<file path="src/hdl/tronPkg.sv">
// Shared definitions for the light-cycle arena
// Arena geometry, start cells, colours, referee phase codes and the heading and score types
package tronPkg;

    // Coordinate widths match a 160 by 120 pixel raster
    localparam int CoordXWidth = 8;
    localparam int CoordYWidth = 7;

    // Wall cells, a head on any of these crashes
    localparam logic [CoordXWidth-1:0] WallXLeft = 8'd10;
    localparam logic [CoordXWidth-1:0] WallXRight = 8'd149;
    localparam logic [CoordYWidth-1:0] WallYTop = 7'd17;
    localparam logic [CoordYWidth-1:0] WallYBottom = 7'd108;

    // Trail memory covers the whole raster
    localparam int GridWidth = 160;
    localparam int GridHeight = 120;

    // Both cycles start on the same row near the bottom wall
    localparam logic [CoordXWidth-1:0] Start1X = 8'd25;
    localparam logic [CoordXWidth-1:0] Start2X = 8'd135;
    localparam logic [CoordYWidth-1:0] StartY = 7'd100;

    // Three-bit RGB pixel colours
    localparam logic [2:0] ColourBlack = 3'd0;
    localparam logic [2:0] ColourPlayer1 = 3'd1;
    localparam logic [2:0] ColourPlayer2 = 3'd4;

    // Referee phases
    localparam logic [2:0] PhaseIdle = 3'd0;
    localparam logic [2:0] PhaseAdvancing = 3'd1;
    localparam logic [2:0] PhaseCheck1 = 3'd2;
    localparam logic [2:0] PhaseCheck2 = 3'd3;
    localparam logic [2:0] PhaseClearing = 3'd4;

    // Heading codes are chosen so that the bits also read as axis and sign
    typedef enum logic [1:0] {East = 2'b00, West = 2'b01, South = 2'b10, North = 2'b11} dirT;

    typedef struct packed {
        logic vertical;
        logic negative;
    } moveT;

    // The steering FSM reads dir while the stepper reads move
    typedef union packed {
        dirT dir;
        moveT move;
    } headingT;

    // Two BCD digits, tens in the upper nibble
    typedef logic [7:0] bcdScoreT;

endpackage

</file>
<file path="src/hdl/lightCycle.sv">
// One light cycle
// Steering FSM with the reference turn rules and the head-position register
`timescale 1ns/1ns

module lightCycle #(
    parameter logic [tronPkg::CoordXWidth-1:0] StartX = tronPkg::Start1X
) (
    input  logic                            clk,
    input  logic                            resetn,
    input  logic                            advance,
    input  logic                            regroup,
    input  logic [3:0]                      steer,
    output logic [tronPkg::CoordXWidth-1:0] headX,
    output logic [tronPkg::CoordYWidth-1:0] headY
);

    tronPkg::headingT heading;
    tronPkg::headingT headingNext;

    // Turn tables
    // A request is honoured only when it crosses the current axis
    // Steer is one-hot, so anything with more than one bit set falls to the default
    always_comb begin
        headingNext = heading;
        case (heading.dir)
            tronPkg::North, tronPkg::South: begin
                // Travelling vertically, only East or West can be taken
                case (steer)
                    4'b0001: headingNext.dir = tronPkg::East;
                    4'b1000: headingNext.dir = tronPkg::West;
                    default: headingNext = heading;
                endcase
            end
            default: begin
                // Travelling horizontally, only North or South can be taken
                case (steer)
                    4'b0010: headingNext.dir = tronPkg::North;
                    4'b0100: headingNext.dir = tronPkg::South;
                    default: headingNext = heading;
                endcase
            end
        endcase
    end

    // The heading follows the steer inputs on every clock, not only on advance
    always_ff @(posedge clk) begin
        if (!resetn || regroup) begin
            heading.dir <= tronPkg::North;
        end else begin
            heading <= headingNext;
        end
    end

    // Position stepper
    // Uses the axis and sign view of the heading to pick one coordinate and nudge it
    always_ff @(posedge clk) begin
        if (!resetn || regroup) begin
            headX <= StartX;
            headY <= tronPkg::StartY;
        end else if (advance) begin
            if (heading.move.vertical) begin
                // Screen rows grow downwards, so North counts y down
                if (heading.move.negative) begin
                    headY <= headY - 1'b1;
                end else begin
                    headY <= headY + 1'b1;
                end
            end else begin
                if (heading.move.negative) begin
                    headX <= headX - 1'b1;
                end else begin
                    headX <= headX + 1'b1;
                end
            end
        end
    end

endmodule

</file>
<file path="config.mk">
export PLATFORM = sky130hd
export DESIGN_NAME = lightCycle
export DESIGN_NICKNAME = d
export VERILOG_FILES = /design/src/hdl/tronPkg.sv /design/src/hdl/lightCycle.sv
export SDC_FILE = /design/constraint.sdc
export NUM_CORES = 1
export LEC_CHECK = 0
export ABC_AREA = 1
export CAP_MARGIN = 30
export CORE_MARGIN = 4
export CORE_UTILIZATION = 46
export DETAILED_ROUTE_END_ITERATION = 10
export DONT_BUFFER_PORTS = 1
export GPL_ROUTABILITY_DRIVEN = 0
export PLACE_DENSITY = 0.69
export SLEW_MARGIN = 20
export SYNTH_ARGS = -nofsm -noshare
export SYNTH_HDL_FRONTEND = slang
export SYNTH_SLANG_ARGS = --single-unit
</file>
<file path="constraint.sdc">
create_clock -name clk -period 1.95 [get_ports clk]
set_input_delay 0.2925 -clock clk [delete_from_list [all_inputs] [get_ports clk]]
set_output_delay 0.2925 -clock clk [all_outputs]
set_load 0.1 [all_outputs]
</file>
# After elaboration in Yosys (flattened, before gate mapping)
# Cells that the tools add are included.
[classes]
n_addsub = 4
eq_ne = 7
mux = 5
bitwise_logic = 1
reduce_logical = 7
[ops]
columns = ["op", "n"]
rows = [
  ["8-bit by 1-bit adder with 8-bit output (second input constant)", 1],
  ["8-bit two-way mux", 1],
  ["2-bit one-hot mux with 2 select lines", 2],
  ["8-bit by 1-bit subtractor with 8-bit output (second input constant)", 1],
  ["7-bit by 1-bit adder with 7-bit output (second input constant)", 1],
  ["7-bit two-way mux", 1],
  ["7-bit by 1-bit subtractor with 7-bit output (second input constant)", 1],
  ["2-bit AND reduction", 3],
  ["2-bit equality test (second input constant)", 2],
  ["4-bit by 1-bit equality test with 1-bit output (second input constant)", 1],
  ["4-bit by 2-bit equality test with 1-bit output (second input constant)", 1],
  ["4-bit by 3-bit equality test with 1-bit output (second input constant)", 1],
  ["4-bit equality test (second input constant)", 1],
  ["3-bit by 1-bit != test with 1-bit output (second input constant)", 1],
  ["3-bit nonzero test", 1],
  ["2-bit two-way mux", 1],
  ["2-bit OR reduction", 1],
  ["1-bit logical NOT", 1],
  ["1-bit logical OR", 1],
  ["1-bit NOT", 1],
]
[totals]
ff_bits = 17
inputBits = 8
output_inout_bits = 15

# Logic depth before layout (Yosys ltp)
[depth]
word_depth = 4
ltp_mapped = 9

# Worst setup path before layout
# OpenSTA, ideal clock, no wires.
[synth_path]
path_type = "register -> register"
start = "reg headY[0] (netlist name)"
end = "reg headY[4] (netlist name)"
setup_time_ns = 0.118
arrival_ns = 2.058
required_time_ns = 1.832
path_slack_ns = -0.226
stages_incl_launch_ff = 9
n_path_buf = 0
period_less_slack_ns = 2.176
path_cell_list = "dfxtp_1 -> inv_1 -> fa_1 -> inv_1 -> nand3_1 -> nand4_1 -> nand3_1 -> o211ai_1 -> inv_1"
[synth_between]
elab_chain_cells = 2
word_cells_on_any_way = 3
[synth_rtl]
columns = ["item", "line", "text"]
rows = [
  ["start: declaration", "lightCycle.sv:14", "output logic [tronPkg::CoordYWidth-1:0] headY"],
  ["start signal: assignment", "lightCycle.sv:59", "headY <= tronPkg::StartY;"],
  ["start signal: assignment", "lightCycle.sv:64", "headY <= headY - 1'b1;"],
  ["start signal: assignment", "lightCycle.sv:66", "headY <= headY + 1'b1;"],
  ["7-bit by 1-bit adder with 7-bit output / 7-bit by 1-bit subtractor with 7-bit output (equally long branches)", "lightCycle.sv:66, lightCycle.sv:64", ""],
  ["7-bit two-way mux *", "lightCycle.sv:63", "if (heading.move.negative) begin"],
]
# Mark *: on every way between the ends. The rest lies on a longest branch, timed or not.
# A chain may end at the register's enable or synchronous reset.

# Worst setup path in the final report
[layout_path]
start = "reg heading[0] (netlist name)"
end = "reg headY[4] (netlist name)"
[layout_between]
elab_chain_cells = 1
[layout_rtl]
columns = ["item", "line", "text"]
rows = [
  ["start: declaration", "lightCycle.sv:17", "tronPkg::headingT heading;"],
  ["start signal: assignment", "lightCycle.sv:50", "heading <= headingNext;"],
  ["7-bit two-way mux", "lightCycle.sv:63", ""],
]
# Every way passes these cells.

==> out/qor.txt <==
Outcome: finished, final reports clean
Maximum Capacitance Violations: 0
Clock latency on the worst-skew pair: 290 ps
Sequential-to-total area share from yosys stat: 26.7%
Drt initial violations: 57
Leading cell types in the layout, fill and taps excluded: nand2_1, inv_1, nand3_1
Netlist cell types: 23
Met2 Routed Length: 1520 um
CP required: 2150 ps
First-pass GRT wire length: 5050 um
Clk sinks: 17
Post-CTS setup buffers: 0
Worst slew pin tran: 299 ps
RSZ-0062 raised after global routing: false
Vias in the first global route: 1249
CORE AREA: 0.00257 sq mm
Final Cycle Share: 79.0%
Syn Nets: 214
Placed Cells: 239
Final Hold Fails: 0
Critical path type: reg2reg
Utilization after layout: 57.2%
Port-buffer cells: 0
Number of detailed-route iterations in the first pass: 4
Die Area: 0.00368 sq mm
N_diodes: 0
Clk buf depth: 2
Layout Skew: 5.43 ps
IO Count: 23
Largest fanout on the critical path: 7
Final antenna-violating net count: 0
Final wirelength: 2940 um
Final Setup Violations: 0
Layout area overhead: 15.0%
Root Buffer: clkbuf_4
WL/cell: 12.1 um
Die X: 60.7 um
Hold-fix buffers, CTS: 0
Arrival @ worst endpoint: 1740 ps
Initial antenna violation count: 0
Syn Std Cell Area: 0.00128 sq mm
Leak Pwr: 0.785 nW
HP Class: in2reg
Fin crit period: 1540 ps
Max VDD drop: 0.000532 V
Hpwl dp: 2390 um
Initial Util: 49.7%
DR vias/cell: 5.18
Nets: 235
Power Dens Cells: 542 mW/mm^2
Worst Setup End Kind: flop
CTS Buf Count: 3
Fin. max-slew vios: 0
Row count: 18
DR top layer: met4
Vias: 1259
GRT Total Usage: 18.2%
Final TNS setup: 0 ps
Yosys warns: 0
GR Overflow Total: 0
Htree depth: 1
CTS resizes: 0
Storage element area: 350 sq um
Post-place setup slack: 409 ps
Metal-1 WL: 1260 um
Multi-input logic area: 783 sq um
Slew HR: 80.1%
Share of layout cells above drive strength 1: 16.9%
Most common cell after layout, fill and taps aside: nand2_1
Seq cells post-synth: 17
Slack of the critical path: 410 ps
Final Non-Filler Cells: 243
Height of the die: 60.7 um
Syn avg cell area: 6.61 sq um
DRC: 0
FILL cells: 267
Peak Freq: 0.649 GHz
DR WL met3: 152 um
CP Launch Type: flop
CTS tree: yes
Clock transition at path regs: 100 ps
Largest net degree at the start of global routing: 13
Cell count after synthesis: 193
==> metal layers <==
layer | global-route usage (%) | vias up
met2 | 34.5 | 20
li1 | - | 675
met3 | 5.32 | 2
met4 | 4.02 | 0
met1 | 19.9 | 562
met5 | 0 | -
==> kinds of logic after synthesis <==
group / synth area share [%]
buf+inv: 12.0
flops: 26.7
simple gates: 34.4
fa+ha+maj: 13.9
xor+xnor: 2.75
compound gates: 10.3
==> sequential cells by signal, summed over array words and instances (netlist names) <==
signal   flops
headX        8
headY        7
heading      2
==> power by group <==
| part | leakage (nW) | total (mW) | internal [mW] | switching [mW] |
|---|---|---|---|---|
| sequential | 0.140 | 0.364 | 0.357 | 0.00691 |
| combinational | 0.627 | 0.239 | 0.0706 | 0.168 |
| clock | 0.0177 | 0.192 | 0.0764 | 0.116 |
| total | 0.785 | 0.795 | 0.504 | 0.291 |
==> critical path: stages (launching register included) <==
cell,delay (ps)
dfxtp_1,340
buf_4,160
inv_1,90
fa_1,360
inv_1,110
nand3_1,100
nand4_1,90
nand3_1,80
o211ai_1,80
inv_1,50
==> cell usage after synthesis <==
library cell	number	share of area, %
nor2_1	12	3.5
inv_4	1	0.49
nor3_1	1	0.39
dfxtp_1	17	27
o211ai_1	1	0.59
nand3b_1	1	0.59
xor2_1	2	1.4
nand4_1	11	5.4
buf_6	1	0.88
a31o_1	1	0.69
a21oi_1	15	5.9
o21ai_0	7	2.7
fa_1	2	3.1
nand2_4	1	0.88
o21ai_1	1	0.39
inv_1	33	9.7
xnor2_1	2	1.4
inv_2	3	0.88
nor2_4	1	0.88
ha_1	11	11
nand3_1	21	8.2
nand2_1	47	14
or2_4	1	0.69
==> path summary, 6_finish.rpt <==
path              cells past startpoint  slack [ps]               startpoint                 endpoint
setup / recovery                      9         410  heading[0]$_SDFFE_PP1P_    headY[4]$_SDFFE_PP0P_
hold / removal                        2         140                  regroup  heading[1]$_SDFFE_PP1P_
setup reg to reg                      9         410  heading[0]$_SDFFE_PP1P_    headY[4]$_SDFFE_PP0P_
hold reg to reg                       2         540    headY[6]$_SDFFE_PP1P_    headY[6]$_SDFFE_PP1P_
==> area by class of cell <==
cell class,count,area share [%]
clock buffers,3,1.53
flip-flops and latches,17,23.9
clock inverters,1,0.341
multi-input cells,138,53.4
repair buffers,17,8.70
well taps,30,2.56
inverters,37,9.63
==> stage by stage <==
stage	hold slack (ps)	power (mW)	instance area (sq um)
after floorplan	426	0.564	1290
after global placement	449	0.601	1440
after detailed placement	452	0.610	1440
after CTS	142	0.801	1470
after global routing	125	0.854	1470
final	144	0.795	1470
No activity file was read; power rests on OpenSTA's default activity.
